$ cat src/logic/saturn_mem_settings.svh
`ifndef SATURN_MEM_SETTINGS_SVH
`define SATURN_MEM_SETTINGS_SVH

//////////////////////////////
// bus widths
//////////////////////////////

// ddr word address and data
`define DDR_AW 27
`define DDR_DW 32
// one enable per ddr byte lane
`define DDR_BEW (`DDR_DW / 8)

// cpu side address
`define CPU_AW 25

// host download port
`define LOAD_AW 25
`define LOAD_DW 16

//////////////////////////////
// codes
//////////////////////////////

// download index of all ones means boot code, not a cartridge
`define CODE_INDEX 8'hff

// upper address prefix per region
`define REGION_ROM 8'd0
`define REGION_RAML 8'd1
`define REGION_RAMH 8'd2

`endif

$ cat src/logic/saturn_mem_pkg.sv
`include "saturn_mem_settings.svh"

package saturn_mem_pkg;

	//////////////////////////////
	// cpu side regions
	//////////////////////////////

	// decoded from the three chip selects
	// none when no select is low
	typedef enum logic [1:0] {
		MEM_ROM  = 2'd0,
		MEM_RAML = 2'd1,
		MEM_RAMH = 2'd2,
		MEM_NONE = 2'd3
	} mem_region_t;

	//////////////////////////////
	// ddr port
	//////////////////////////////

	// word address into ddr
	typedef logic [`DDR_AW-1:0] ddr_addr_t;

	// read and write data
	typedef logic [`DDR_DW-1:0] ddr_word_t;

	// byte lane enables
	// bit 0 is the low byte
	typedef logic [`DDR_BEW-1:0] ddr_be_t;

endpackage

$ cat src/logic/host_load_pkg.sv
`include "saturn_mem_settings.svh"

package host_load_pkg;

	// loader fsm
	// idle waits for a host word
	// req holds until the port is free
	// wait covers the ddr busy time
	typedef enum logic [1:0] {
		LOAD_IDLE = 2'd0,
		LOAD_REQ  = 2'd1,
		LOAD_WAIT = 2'd2
	} load_state_t;

	// byte address from the host
	typedef logic [`LOAD_AW-1:0] load_addr_t;

	// one download word
	typedef logic [`LOAD_DW-1:0] load_word_t;

endpackage

$ cat src/logic/cart_loader.sv
`timescale 1ns/1ps

`include "saturn_mem_settings.svh"

module cart_loader
	import saturn_mem_pkg::*, host_load_pkg::*;
(
	input  logic        clk_sys,
	input  logic        rst,
	input  logic        ioctl_download,
	input  logic [7:0]  ioctl_index,
	input  logic        ioctl_wr,
	input  load_addr_t  ioctl_addr,
	input  load_word_t  ioctl_data,
	input  logic        load_busy,
	output logic        ioctl_wait,
	output logic        cart_active,
	output logic        load_req,
	output ddr_addr_t   load_addr,
	output ddr_word_t   load_wdata,
	output ddr_be_t     load_be
);

	load_state_t state;
	// busy of the previous cycle for fall detect
	logic        busy_q;
	logic        accept;

	// code downloads go elsewhere
	assign cart_active = ioctl_download && (ioctl_index != `CODE_INDEX);
	assign accept = (state == LOAD_IDLE) && cart_active && ioctl_wr;

	// single strobe once the port is ours and idle
	assign load_req = (state == LOAD_REQ) && !load_busy;

	// halfword writes only
	assign load_be = ddr_be_t'(2'b11);

	//////////////////////////////
	// control
	//////////////////////////////

	always_ff @(posedge clk_sys) begin
		if (rst) begin
			state <= LOAD_IDLE;
			ioctl_wait <= 1'b0;
			busy_q <= 1'b0;
		end else begin
			busy_q <= load_busy;
			case (state)
				LOAD_IDLE: begin
					// stall host until the word is in memory
					if (accept) begin
						state <= LOAD_REQ;
						ioctl_wait <= 1'b1;
					end
				end
				LOAD_REQ: begin
					if (!load_busy)
						state <= LOAD_WAIT;
				end
				LOAD_WAIT: begin
					// busy rises after the strobe, done on its fall
					if (busy_q && !load_busy) begin
						state <= LOAD_IDLE;
						ioctl_wait <= 1'b0;
					end
				end
				default: state <= LOAD_IDLE;
			endcase
		end
	end

	//////////////////////////////
	// word capture
	//////////////////////////////

	// host sends big endian bytes, swap into the low lanes
	// byte address to word address at the rom base
	always_ff @(posedge clk_sys) begin
		if (accept) begin
			load_wdata <= ddr_word_t'({ioctl_data[7:0], ioctl_data[15:8]});
			load_addr <= {`REGION_ROM, {(`DDR_AW - 8){1'b0}}} |
				ddr_addr_t'(ioctl_addr[`LOAD_AW-1:1]);
		end
	end

endmodule

$ cat src/logic/cpu_mem_mapper.sv
`timescale 1ns/1ps

`include "saturn_mem_settings.svh"

module cpu_mem_mapper
	import saturn_mem_pkg::*;
(
	input  logic              clk_sys,
	input  logic              rst,
	input  logic              rom_cs_n,
	input  logic              raml_cs_n,
	input  logic              ramh_cs_n,
	input  logic              mem_rd_n,
	input  ddr_be_t           mem_dqm_n,
	input  logic [`CPU_AW-1:0] mem_a,
	input  ddr_word_t         mem_do,
	input  logic              cpu_busy,
	input  ddr_word_t         ddr_dout,
	output ddr_word_t         mem_di,
	output logic              mem_wait_n,
	output logic              cpu_req,
	output logic              cpu_rd,
	output logic              cpu_16b,
	output ddr_addr_t         cpu_addr,
	output ddr_word_t         cpu_wdata,
	output ddr_be_t           cpu_be
);

	// access sequence
	// done holds until the cpu drops its selects
	typedef enum logic [1:0] {
		CPU_IDLE = 2'd0,
		CPU_REQ  = 2'd1,
		CPU_WAIT = 2'd2,
		CPU_DONE = 2'd3
	} cpu_state_t;

	cpu_state_t  state;
	mem_region_t region;
	logic        access;
	logic        busy_q;

	//////////////////////////////
	// decode
	//////////////////////////////

	// rom wins if several selects are low
	always_comb begin
		if (!rom_cs_n)
			region = MEM_ROM;
		else if (!raml_cs_n)
			region = MEM_RAML;
		else if (!ramh_cs_n)
			region = MEM_RAMH;
		else
			region = MEM_NONE;
	end

	// a select plus a read or any byte write
	assign access = (region != MEM_NONE) && (!mem_rd_n || !(&mem_dqm_n));

	// ddr placement per region
	always_comb begin
		case (region)
			MEM_ROM:  cpu_addr = {`REGION_ROM, 1'b0, mem_a[18:1]};
			MEM_RAML: cpu_addr = {`REGION_RAML, mem_a[19:1]};
			// 32 bit region, even word addresses only
			MEM_RAMH: cpu_addr = {`REGION_RAMH, mem_a[19:2], 1'b0};
			default:  cpu_addr = '0;
		endcase
	end

	assign cpu_16b = (region == MEM_ROM) || (region == MEM_RAML);
	assign cpu_rd = !mem_rd_n;
	assign cpu_be = ~mem_dqm_n;
	// cpu holds its bus so data goes straight through
	assign cpu_wdata = mem_do;
	assign cpu_req = (state == CPU_REQ) && !cpu_busy;

	//////////////////////////////
	// handshake
	//////////////////////////////

	always_ff @(posedge clk_sys) begin
		if (rst) begin
			state <= CPU_IDLE;
			mem_wait_n <= 1'b1;
			busy_q <= 1'b0;
		end else begin
			busy_q <= cpu_busy;
			case (state)
				CPU_IDLE: begin
					// stall the cpu right away
					if (access) begin
						state <= CPU_REQ;
						mem_wait_n <= 1'b0;
					end
				end
				CPU_REQ: begin
					// stays here while the loader holds the port
					if (!cpu_busy)
						state <= CPU_WAIT;
				end
				CPU_WAIT: begin
					if (busy_q && !cpu_busy) begin
						state <= CPU_DONE;
						mem_wait_n <= 1'b1;
					end
				end
				CPU_DONE: begin
					// one request per access
					if (!access)
						state <= CPU_IDLE;
				end
				default: state <= CPU_IDLE;
			endcase
		end
	end

	// read data is valid only on the busy fall
	always_ff @(posedge clk_sys) begin
		if (state == CPU_WAIT && busy_q && !cpu_busy)
			mem_di <= ddr_dout;
	end

endmodule

$ cat src/logic/ddr_arbiter.sv
`timescale 1ns/1ps

module ddr_arbiter
	import saturn_mem_pkg::*;
(
	input  logic      clk_sys,
	input  logic      rst,
	input  logic      cart_active,
	input  logic      load_req,
	input  ddr_addr_t load_addr,
	input  ddr_word_t load_wdata,
	input  ddr_be_t   load_be,
	input  logic      cpu_req,
	input  ddr_addr_t cpu_addr,
	input  ddr_word_t cpu_wdata,
	input  ddr_be_t   cpu_be,
	input  logic      cpu_rd,
	input  logic      cpu_16b,
	input  logic      ddr_busy,
	output logic      load_busy,
	output logic      cpu_busy,
	output ddr_addr_t ddr_addr,
	output ddr_word_t ddr_din,
	output ddr_be_t   ddr_wr,
	output logic      ddr_rd,
	output logic      ddr_16b
);

	typedef enum logic {
		OWN_CPU  = 1'b0,
		OWN_LOAD = 1'b1
	} owner_t;

	owner_t owner;
	logic   load_go;
	logic   cpu_go;

	// handover only between transfers
	// loader takes the port for the whole download
	always_ff @(posedge clk_sys) begin
		if (rst)
			owner <= OWN_CPU;
		else if (!ddr_busy && !load_req && !cpu_req)
			owner <= cart_active ? OWN_LOAD : OWN_CPU;
	end

	//////////////////////////////
	// routing
	//////////////////////////////

	// the side without the port sees busy
	// held off cpu keeps mem_wait_n low this way
	assign load_busy = (owner == OWN_LOAD) ? ddr_busy : 1'b1;
	assign cpu_busy = (owner == OWN_CPU) ? ddr_busy : 1'b1;

	// strobes pass only for the owner
	assign load_go = (owner == OWN_LOAD) && load_req;
	assign cpu_go = (owner == OWN_CPU) && cpu_req;

	assign ddr_addr = (owner == OWN_LOAD) ? load_addr : cpu_addr;
	assign ddr_din = (owner == OWN_LOAD) ? load_wdata : cpu_wdata;

	// enables only in the strobe cycle
	always_comb begin
		if (load_go)
			ddr_wr = load_be;
		else if (cpu_go && !cpu_rd)
			ddr_wr = cpu_be;
		else
			ddr_wr = '0;
	end

	// loader never reads
	assign ddr_rd = cpu_go && cpu_rd;
	// loader words are always halfwords
	assign ddr_16b = (owner == OWN_LOAD) ? 1'b1 : cpu_16b;

endmodule

$ cat src/logic/saturn_mem_top.sv
`timescale 1ns/1ps

`include "saturn_mem_settings.svh"

module saturn_mem_top
	import saturn_mem_pkg::*, host_load_pkg::*;
(
	input  logic              clk_sys,
	input  logic              rst,
	// host download
	input  logic              ioctl_download,
	input  logic [7:0]        ioctl_index,
	input  logic              ioctl_wr,
	input  load_addr_t        ioctl_addr,
	input  load_word_t        ioctl_data,
	output logic              ioctl_wait,
	// cpu bus
	input  logic              rom_cs_n,
	input  logic              raml_cs_n,
	input  logic              ramh_cs_n,
	input  logic              mem_rd_n,
	input  ddr_be_t           mem_dqm_n,
	input  logic [`CPU_AW-1:0] mem_a,
	input  ddr_word_t         mem_do,
	output ddr_word_t         mem_di,
	output logic              mem_wait_n,
	// ddr port
	output ddr_addr_t         ddr_addr,
	output ddr_word_t         ddr_din,
	output ddr_be_t           ddr_wr,
	output logic              ddr_rd,
	output logic              ddr_16b,
	input  logic              ddr_busy,
	input  ddr_word_t         ddr_dout
);

	// loader side
	logic      cart_active;
	logic      load_req;
	logic      load_busy;
	ddr_addr_t load_addr;
	ddr_word_t load_wdata;
	ddr_be_t   load_be;

	// cpu side
	logic      cpu_req;
	logic      cpu_rd;
	logic      cpu_16b;
	logic      cpu_busy;
	ddr_addr_t cpu_addr;
	ddr_word_t cpu_wdata;
	ddr_be_t   cpu_be;

	//////////////////////////////
	// requesters
	//////////////////////////////

	cart_loader u_loader (
		.clk_sys        (clk_sys),
		.rst            (rst),
		.ioctl_download (ioctl_download),
		.ioctl_index    (ioctl_index),
		.ioctl_wr       (ioctl_wr),
		.ioctl_addr     (ioctl_addr),
		.ioctl_data     (ioctl_data),
		.load_busy      (load_busy),
		.ioctl_wait     (ioctl_wait),
		.cart_active    (cart_active),
		.load_req       (load_req),
		.load_addr      (load_addr),
		.load_wdata     (load_wdata),
		.load_be        (load_be)
	);

	cpu_mem_mapper u_mapper (
		.clk_sys    (clk_sys),
		.rst        (rst),
		.rom_cs_n   (rom_cs_n),
		.raml_cs_n  (raml_cs_n),
		.ramh_cs_n  (ramh_cs_n),
		.mem_rd_n   (mem_rd_n),
		.mem_dqm_n  (mem_dqm_n),
		.mem_a      (mem_a),
		.mem_do     (mem_do),
		.cpu_busy   (cpu_busy),
		.ddr_dout   (ddr_dout),
		.mem_di     (mem_di),
		.mem_wait_n (mem_wait_n),
		.cpu_req    (cpu_req),
		.cpu_rd     (cpu_rd),
		.cpu_16b    (cpu_16b),
		.cpu_addr   (cpu_addr),
		.cpu_wdata  (cpu_wdata),
		.cpu_be     (cpu_be)
	);

	//////////////////////////////
	// shared port
	//////////////////////////////

	ddr_arbiter u_arbiter (
		.clk_sys     (clk_sys),
		.rst         (rst),
		.cart_active (cart_active),
		.load_req    (load_req),
		.load_addr   (load_addr),
		.load_wdata  (load_wdata),
		.load_be     (load_be),
		.cpu_req     (cpu_req),
		.cpu_addr    (cpu_addr),
		.cpu_wdata   (cpu_wdata),
		.cpu_be      (cpu_be),
		.cpu_rd      (cpu_rd),
		.cpu_16b     (cpu_16b),
		.ddr_busy    (ddr_busy),
		.load_busy   (load_busy),
		.cpu_busy    (cpu_busy),
		.ddr_addr    (ddr_addr),
		.ddr_din     (ddr_din),
		.ddr_wr      (ddr_wr),
		.ddr_rd      (ddr_rd),
		.ddr_16b     (ddr_16b)
	);

endmodule

$ cat config.mk
export PLATFORM = sky130hd
export DESIGN_NAME = saturn_mem_top
export DESIGN_NICKNAME = d
export VERILOG_FILES = /design/src/logic/saturn_mem_pkg.sv /design/src/logic/host_load_pkg.sv /design/src/logic/cart_loader.sv /design/src/logic/cpu_mem_mapper.sv /design/src/logic/ddr_arbiter.sv /design/src/logic/saturn_mem_top.sv
export VERILOG_INCLUDE_DIRS = /design/src /design/src/logic
export SDC_FILE = /design/constraint.sdc
export NUM_CORES = 1
export LEC_CHECK = 0
export BUFFER_PORTS_ARGS = -buffer_cell sky130_fd_sc_hd__clkbuf_2
export CORE_AREA = 2 2 98 100
export DETAILED_ROUTE_END_ITERATION = 16
export DIE_AREA = 0 0 100 102
export MAX_ROUTING_LAYER = met4
export PLACE_DENSITY = 0.8
export SLEW_MARGIN = 25
export SYNTH_ARGS = -nofsm -noshare
export SYNTH_HDL_FRONTEND = slang
export SYNTH_SLANG_ARGS = --single-unit
$ cat constraint.sdc
create_clock -name clk_sys -period 5 [get_ports clk_sys]
set_input_delay 0.75 -clock clk_sys [delete_from_list [all_inputs] [get_ports clk_sys]]
set_output_delay 0.75 -clock clk_sys [all_outputs]
set_load 0.01 [all_outputs]
==> reports/metrics.yaml, run 1 <==
synth.avg_cell_area_um2: 13.5
required_ns: 4.25
async_flop_share: 0
dpl.cell_count: 590
rsz0062_at_grt: "false"
cts_tree: "built"
setup_viol: 0
clkTransAtPathRegs_ns: 0.09
port_buffers: 239
syn_to_final_growth_pct: 44.9
drt-total-wl_um: 8510
drtAntennaViolNets: 0
maxCapViolCount: 0
pin_count: 250
clockBufferDepth: 2
tns_ns: 0
synthAdderAreaFrac: 0.0186
cp-startpoint: "u_arbiter.owner$_SDFFE_PP0P_"
status: "complete, no violations"
synthXorXnorAreaFrac: 0
antenna_cells: 0
synth-seq-cells: 81
tightest_slew_ns: 0.859
crit_buf_inv: 2
reg2reg_from: "u_arbiter.owner$_SDFFE_PP0P_"
synth-simple-area-share: 0.130
slowest_delay_ns: 0.90
synth_mux_area_frac: 0.0594
clk_latency_ns: 0.34
ctsHoldBuffers: 0
worstSetupPathType: "reg2out"
grt_usage: 0.155
ctsHtreeMaxLevel: 3
detail_route.iter0.violations: 68
grt_first_pass_wirelength_um: 11500
synth_area_um2: 3370
synth_compound_area_frac: 0.0720
met3_length_um: 590
hpwl_um: 6690
path_cells: "buf_4 -> nand2b_1 -> a21oi_1 -> a22o_1 -> clkbuf_2"
min_period_over_period: 0.592
worstPathArrival_ns: 2.21
route.met2.wl_um: 4320
cp_top_family: "flip-flops"
num_vias: 2745
wl_per_cell_um: 14.0
numCtsBuffers: 9
drc: 0
root_buffer: "clkbuf_8"
ir_worst_vdd_mv: 0.169
crit_path_end_kind: "primary output"
synth_ff_type: "edfxtp_1"
max_freq_ghz: 0.338
coreArea_um2: 9110
dr.pass1.iters: 4
hold_start: "u_loader.ioctl_wait$_SDFFE_PP0P_"
cellPowerDensity_nw_per_um2: 336
finalPower_w: 0.00164
grt_overflow: 0
post_cts.repair.setup_buffers: 0
top_layer: "met4"
hold_slack_ns: 0.472
path_max_fanout: 48
cts_sinks: 81
grt_pass1_vias: 2483
synth_top_family_by_area: "simple AND/OR/NAND/NOR gates"
cts_resized: 0
synth_cells: 249
start_util: 0.370
slowest_stage: "dfxtp_2"
slew_viol_final: 0
hold_viol: 0
fin_skew_ns: 0.00682
fin_crit_ns: 2.96
die_h_um: 102
synth_edf_count: 72
die_x_um: 100
dieArea_um2: 10200
leakage_nw: 2.26
antenna_found_initial: 0
via_per_inst: 4.53
synth_seq_area_share: 0.695
cp-start-kind: "flip-flop"
grt_max_degree: 49
hold_class: "reg2reg"
drive_gt1_frac: 0.566
m1WireLength_um: 3420
nets: 646
final-instance-count-excl-fill: 606
ys_types: 36
row_count: 35
relSlewSlack: 0.427
ys_warn_count: 0
gp_congestion: 0.763
worst register-to-register path: cells and delay by family, from the launching register on:
family / cells / cell delay (ns)
simple gates: 2 / 0.44
compound gates: 1 / 0.36
buf+inv: 1 / 0.25
flops: 1 / 0.90
layout by cell type (no fill, tap or decap), types with 2 or more instances in the layout:
| cell | n |
|---|---|
| clkbuf_2 | 239 |
| edfxtp_1 | 72 |
| nand2_1 | 45 |
| o21ai_0 | 23 |
| nor2b_1 | 20 |
| mux2_2 | 16 |
| clkbuf_8 | 9 |
| dfxtp_1 | 8 |
| nor2_1 | 7 |
| ha_1 | 5 |
| nand2b_1 | 4 |
| inv_6 | 4 |
| inv_1 | 3 |
| a21oi_1 | 3 |
| and2_1 | 3 |
| conb_1 | 3 |
| buf_4 | 3 |
| o21ai_1 | 2 |
| nand3_1 | 2 |
| nand4_1 | 2 |
| o21bai_1 | 2 |
| mux2i_1 | 2 |
cell type report:
class	instances	area [um2]
Clock buffer	9	124
Timing Repair Buffer	242	1220
Fill cell	791	4220
Tap cell	111	139
Inverter	3	11.3
Clock inverter	7	83.8
Multi-Input combinational cell	153	965
Sequential cell	81	2340
power breakdown:
| group | internal [W] | switching [W] |
|---|---|---|
| combinational | 0.000163 | 0.000177 |
| sequential | 0.000777 | 0.0000304 |
| clock | 0.000241 | 0.000253 |
registers in the layout, summed over array words and instances (netlist names):
| signal | count |
|---|---|
| u_mapper.mem_di | 32 |
| u_loader.load_addr | 24 |
| u_loader.load_wdata | 16 |
| u_loader.state | 2 |
| u_mapper.state | 2 |
| u_arbiter.owner | 1 |
| u_loader.busy_q | 1 |
| u_loader.ioctl_wait | 1 |
| u_mapper.busy_q | 1 |
| u_mapper.mem_wait_n | 1 |
cells in the mapped netlist, drive strengths merged, types with 2 or more instances:
library cell / count / share of area
inv: 3 / 0.0033
clkbuf: 5 / 0.0056
edfxtp: 72 / 0.64
ha: 5 / 0.019
nand2b: 4 / 0.0074
a21oi: 3 / 0.0045
nand2: 45 / 0.050
nand3: 3 / 0.0082
o21bai: 2 / 0.0045
dfxtp: 9 / 0.053
nor2: 7 / 0.0078
and2: 3 / 0.0056
mux2: 16 / 0.053
nand4: 2 / 0.0037
mux2i: 2 / 0.0059
nor2b: 20 / 0.037
o21ai: 26 / 0.040
buf: 9 / 0.015
worst paths after layout:
kind / end / slack, ns / cells after the start
setup / recovery: ddr_addr[18] / 2.04 / 5
hold / removal: u_loader.ioctl_wait$_SDFFE_PP0P_ / 0.47 / 1
setup reg to reg: u_mapper.mem_wait_n$_SDFFE_PP1P_ / 2.94 / 4
hold reg to reg: u_loader.ioctl_wait$_SDFFE_PP0P_ / 0.47 / 1
kinds of logic after synthesis:
family / after synthesis
flip-flops: 81
other: 1
multiplexers: 18
AO/OA/AOI/OAI: 39
adder cells (fa/ha/maj): 5
AND/OR/NAND/NOR: 88
buffers and inverters: 17
per-stage QoR:
stage,util,setup slack (ns),instance area [um2]
after floorplan,-,1.25,3380
after global placement,0.513,2.45,4680
after detailed placement,0.513,2.40,4680
after CTS,0.536,1.99,4880
after global routing,0.536,1.86,4880
final,0.536,2.04,4880
metal layers:
layer / track usage / up-vias
met5: - / -
met4: 0.0706 / 0
li1: - / 1371
met1: 0.180 / 1219
met3: 0.0321 / 16
met2: 0.260 / 139
(Power assumes the default switching activity.)
==> run 2: changes to the inputs <==
==> constraint.sdc (replaced) <==
create_clock -name clk_sys -period 2.8 [get_ports clk_sys]
set_input_delay 0.42 -clock clk_sys [delete_from_list [all_inputs] [get_ports clk_sys]]
set_output_delay 0.42 -clock clk_sys [all_outputs]
set_load 0.01 [all_outputs]
==> reports/metrics.yaml, run 2 (same netlist as run 1, synthesis figures left out) <==
worstPathArrival_ns: 1.72  # -0.49 ns
drc: 0  # unchanged
grt_usage: 0.166  # +0.0109
row_count: 35  # unchanged
pin_count: 250  # unchanged
numCtsBuffers: 9  # unchanged
tightest_slew_ns: 0.537  # -0.323 ns
slew_viol_final: 0  # unchanged
fin_crit_ns: 2.14
port_buffers: 239  # unchanged
reg2reg_from: "u_arbiter.owner$_SDFFE_PP0P_"
start_util: 0.370  # unchanged
clockBufferDepth: 2  # unchanged
largest_register: "u_mapper.mem_di"
num_vias: 2814  # +2.5%
status: "complete, no violations"
grt_pass1_vias: 2709  # +9.1%
via_per_inst: 4.63  # +2.2%
final_common_cell: "clkbuf_2"
clkTransAtPathRegs_ns: 0.09  # about the same
relSlewSlack: 0.642  # +0.215
hold_class: "in2reg"
die_h_um: 102  # unchanged
path_max_fanout: 81  # +69%
ir_worst_vdd_mv: 0.314  # +86%
min_period_over_period: 0.765
largest_reg_flops: 32  # unchanged
tns_ns: 0  # unchanged
grt_overflow: 0  # unchanged
coreArea_um2: 9110  # unchanged
rsz0062_at_grt: "false"
grt_first_pass_wirelength_um: 12500  # +8.2%
cts_tree: "built"
hold_start: "ioctl_addr[22]"
leakage_nw: 2.24  # -0.88%
final_cell_mix: "239 x clkbuf_2, 72 x edfxtp_1, 45 x nand2_1, 23 x o21ai_0, 20 x nor2b_1"
worstSetupPathType: "reg2out"
cts_sinks: 81  # unchanged
crit_path_end_kind: "primary output"
ctsHtreeMaxLevel: 3  # unchanged
drtAntennaViolNets: 0  # unchanged
fin_skew_ns: 0.00984  # +0.00301 ns
die_x_um: 100  # unchanged
drive_gt1_frac: 0.564  # -0.00202
detail_route.iter0.violations: 91  # +34%
drt-total-wl_um: 8820  # +3.7%
largestRegisters: "u_mapper.mem_di x32, u_loader.load_addr x24, u_loader.load_wdata x16"
gp_congestion: 0.755  # -1.0%
cp-startpoint: "u_arbiter.owner$_SDFFE_PP0P_"
cellPowerDensity_nw_per_um2: 579  # +72%
nets: 646  # unchanged
cts_resized: 0  # unchanged
clk_latency_ns: 0.35  # about the same
root_buffer: "clkbuf_8"
dieArea_um2: 10200  # unchanged
cp-start-kind: "flip-flop"
ctsHoldBuffers: 0  # unchanged
wl_per_cell_um: 14.5  # +3.3%
setup_viol: 0  # unchanged
max_freq_ghz: 0.467
dr.pass1.iters: 4  # unchanged
antenna_found_initial: 2  # +2
post_cts.repair.setup_buffers: 0  # unchanged
maxCapViolCount: 0  # unchanged
required_ns: 2.38  # -1.87 ns
syn_to_final_growth_pct: 44.5
hold_viol: 0  # unchanged
hpwl_um: 6980  # +4.4%
finalPower_w: 0.00282  # +72%
grt_max_degree: 82  # +67%
[run 2: changes by cell type in the layout (fill, tap and decap cells not counted), sizes merged]
cell,before,now
inv,8,5
clkinv,0,2
clkinvlp,1,3
diode,0,2
bufinv,1,0
[run 2: power by group]
group	switching [W]	internal, W	total, W
Sequential	0.0000303	0.00139	0.00142
Clock	0.000434	0.000326	0.000760
Combinational	0.000345	0.000297	0.000642
[run 2: area by class of cell]
type	instances	area [um2]
antenna	2	5.00
clock buffer	9	124
clock inverter	7	52.6
fill	811	4240
inverter	3	11.3
multi-input combinational	153	965
sequential	81	2340
tap	111	139
timing repair buffer	242	1230
[run 2: layer usage]
layer,GRT usage,up-vias,wire (um)
li1,-,1365,-
met4,0.0548,0,91
met1,0.171,1301,3310
met2,0.291,139,4600
met5,-,-,0
met3,0.0657,9,822
[run 2: path summary, 6_finish.rpt]
| kind | end | slack (ns) | cells past startpoint |
|---|---|---|---|
| setup / recovery | ddr_wr[1] | 0.66 | 5 |
| hold / removal | u_loader.load_addr[21]$_DFFE_PP_ | 0.24 | 1 |
| setup reg to reg | u_mapper.mem_wait_n$_SDFFE_PP1P_ | 1.10 | 5 |
| hold reg to reg | u_loader.ioctl_wait$_SDFFE_PP0P_ | 0.47 | 1 |
[run 2: critical path, cell delays in order (launching register included)]
cell	delay [ns]
dfxtp_2	0.35
buf_12	0.28
nor2b_1	0.33
nand2_1	0.13
o21ai_0	0.11
clkbuf_2	0.17
[run 2: stage by stage]
stage | setup WS, ns | hold slack (ns) | cell area, um2 | std cells | util
finish | 0.659 | 0.241 | 4870 | 608 | 0.535
global route | 0.526 | 0.210 | 4870 | 608 | 0.535
CTS | 0.641 | 0.219 | 4870 | 606 | 0.534
detailed placement | 0.955 | 0.460 | 4690 | 590 | 0.515
global placement | 0.978 | 0.451 | 4690 | 590 | 0.515
floorplan | 0.317 | 0.482 | 3390 | 251 | -
==> run 3: changes to the inputs <==
--- a/config.mk
+++ b/config.mk
@@ -7,9 +7,9 @@
 export NUM_CORES = 1
 export LEC_CHECK = 0
 export BUFFER_PORTS_ARGS = -buffer_cell sky130_fd_sc_hd__clkbuf_2
-export CORE_AREA = 2 2 98 100
+export CORE_AREA = 2 2 85 120
 export DETAILED_ROUTE_END_ITERATION = 16
-export DIE_AREA = 0 0 100 102
+export DIE_AREA = 0 0 87 122
 export MAX_ROUTING_LAYER = met4
 export PLACE_DENSITY = 0.8
 export SLEW_MARGIN = 25
==> constraint.sdc (replaced) <==
create_clock -name clk_sys -period 1.8 [get_ports clk_sys]
set_input_delay 0.27 -clock clk_sys [delete_from_list [all_inputs] [get_ports clk_sys]]
set_output_delay 0.27 -clock clk_sys [all_outputs]
set_load 0.01 [all_outputs]
==> reports/metrics.yaml, run 3 (same netlist as run 1, synthesis figures left out) <==
worstSetupPathType: "reg2out"
reg2reg_from: "u_mapper.state[0]$_SDFFE_PP0P_"
final-instance-count-excl-fill: 610  # +0.33%
die_x_um: 87  # -13%
via_per_inst: 4.77  # +3.1%
required_ns: 1.53  # -0.85 ns
clockBufferDepth: 2  # unchanged
pin_count: 250  # unchanged
detail_route.iter0.violations: 107  # +18%
worstHoldPathCells: 1  # unchanged
antenna_cells: 0  # -2
numCtsBuffers: 9  # unchanged
drtAntennaViolNets: 0  # unchanged
fin_skew_ns: 0.00996  # +0.000122 ns
min_period_over_period: 0.961
hold_path_end: "u_loader.load_wdata[8]$_DFFE_PP_"
fillCellCount: 805  # -0.74%
ir_worst_vdd_mv: 0.597  # +90%
worstPathArrival_ns: 1.46  # -0.26 ns
antenna_found_initial: 0  # -2
dpl.cell_count: 592  # +0.34%
rrSetupSlack_ns: 0.13  # -0.97 ns
ctsHtreeMaxLevel: 3  # unchanged
hold_start: "ioctl_data[0]"
hold_class: "in2reg"
maxCapViolCount: 0  # unchanged
crit_path_end_kind: "primary output"
finalPower_w: 0.00494  # +75%
drive_gt1_frac: 0.578  # +0.0147
postLayoutCellArea_um2: 5080  # +4.4%
hold_viol: 0  # unchanged
grt_overflow: 0  # unchanged
hold_slack_ns: 0.108  # -0.133 ns
fin_crit_ns: 1.73
r2r_cells: 6  # +1
post_cts.repair.setup_buffers: 0  # unchanged
rr_endpoint: "u_mapper.state[0]$_SDFFE_PP0P_"
syn_to_final_growth_pct: 50.8
drc: 0  # unchanged
place_area_um2: 4730  # +0.83%
hpwl_um: 7090  # +1.6%
max_freq_ghz: 0.578
setup_viol: 0  # unchanged
port_buffers: 239  # unchanged
largest_register: "u_mapper.mem_di"
cts_sinks: 81  # unchanged
slowest_stage: "dfxtp_4"
num_vias: 2911  # +3.4%
gp_congestion: 0.780  # +3.3%
nets: 649  # +0.46%
rsz0062_at_grt: "false"
clk_latency_ns: 0.33  # -0.02 ns
drt-total-wl_um: 9180  # +4.1%
cellPowerDensity_nw_per_um2: 972  # +68%
root_buffer: "clkbuf_16"
grt_max_degree: 41  # -50%
wl_per_cell_um: 15.1  # +3.8%
final_core_util: 0.528  # -0.00676
slowest_delay_ns: 0.39  # +0.04 ns
row_count: 43  # +23%
dieArea_um2: 10600  # +4.1%
largest_reg_flops: 32  # unchanged
multi_input_area_um2: 996  # +3.2%
grt_pass1_vias: 2729  # +0.74%
path_max_fanout: 16  # -80%
ctsHoldBuffers: 0  # unchanged
cts_tree: "built"
clkTransAtPathRegs_ns: 0.06  # -0.03 ns
status: "complete, no violations"
grt_usage: 0.161  # -0.00504
cp-start-kind: "flip-flop"
slew_viol_final: 0  # unchanged
start_util: 0.350  # -0.0201
coreArea_um2: 9630  # +5.7%
largestRegisters: "u_mapper.mem_di x32, u_loader.load_addr x24, u_loader.load_wdata x16"
final_cell_mix: "239 x clkbuf_2, 72 x edfxtp_1, 45 x nand2_1, 21 x o21ai_0, 19 x nor2b_1"
path_cells: "clkbuf_16 -> or2_1 -> o21ai_1 -> clkbuf_2"
seqCellArea_um2: 2350  # +0.11%
die_h_um: 122  # +20%
final_common_cell: "clkbuf_2"
cp-startpoint: "u_arbiter.owner$_SDFFE_PP0P_"
dr.pass1.iters: 4  # unchanged
leakage_nw: 2.33  # +3.9%
grt_first_pass_wirelength_um: 12400  # -0.66%
-- run 3: layout make-up --
cell class	count	share of cell area
tap	112	0.0276
sequential	81	0.461
multi-input combinational	153	0.196
inverter	3	0.00221
timing repair buffer	245	0.260
clock buffer	9	0.0443
clock inverter	7	0.00886
-- run 3: through the flow --
step | setup WS, ns | TNS [ns]
finish | 0.0707 | 0
global route | 0.000761 | 0
CTS | 0.000790 | 0
detailed placement | 0.201 | 0
global placement | 0.322 | 0
floorplan | -0.472 | -19.65
-- run 3: how the worst max path moves through the flow --
stage / slack, ns / to / cells past startpoint
after global routing: 0.0008 / ddr_addr[20] / 4
after global placement: 0.32 / u_loader.load_wdata[11]$_DFFE_PP_ / 5
after CTS: 0.0008 / ddr_wr[1] / 4
after detailed placement: 0.20 / u_mapper.state[0]$_SDFFE_PP0P_ / 6
final: 0.07 / ddr_addr[20] / 4
after floorplan: -0.47 / u_loader.load_addr[0]$_DFFE_PP_ / 3
-- run 3: layer usage --
layer | part of all wire | up-vias | global-route usage | wire length (um)
met5 | 0 | - | - | 0
li1 | - | 1372 | - | -
met1 | 0.31 | 1355 | 0.136 | 2890
met4 | 0.014 | 0 | 0.0596 | 130
met2 | 0.58 | 168 | 0.318 | 5360
met3 | 0.087 | 16 | 0.0461 | 803
-- run 3: what timing repair did --
item,CTS,global route
pin swaps,0,0
cloned,1,1
endpoints found under the setup margin,4,11
gates resized for setup,3,6
-- run 3: power breakdown --
group / total (W) / switching (W) / leakage, nW / internal [W]
Clock: 0.00163 / 0.000703 / 0.127 / 0.000928
Combinational: 0.00109 / 0.000565 / 1.47 / 0.000524
Sequential: 0.00222 / 0.0000643 / 0.736 / 0.00216
Total: 0.00494 / 0.00133 / 2.33 / 0.00361
-- run 3: worst max-delay path, delay by kind of cell, from the launching register on --
kind,cells,cell delay (ns)
DFF,1,0.39
buffers and inverters,2,0.34
and+or+nand+nor,1,0.26
AOI/OAI and AO/OA,1,0.14
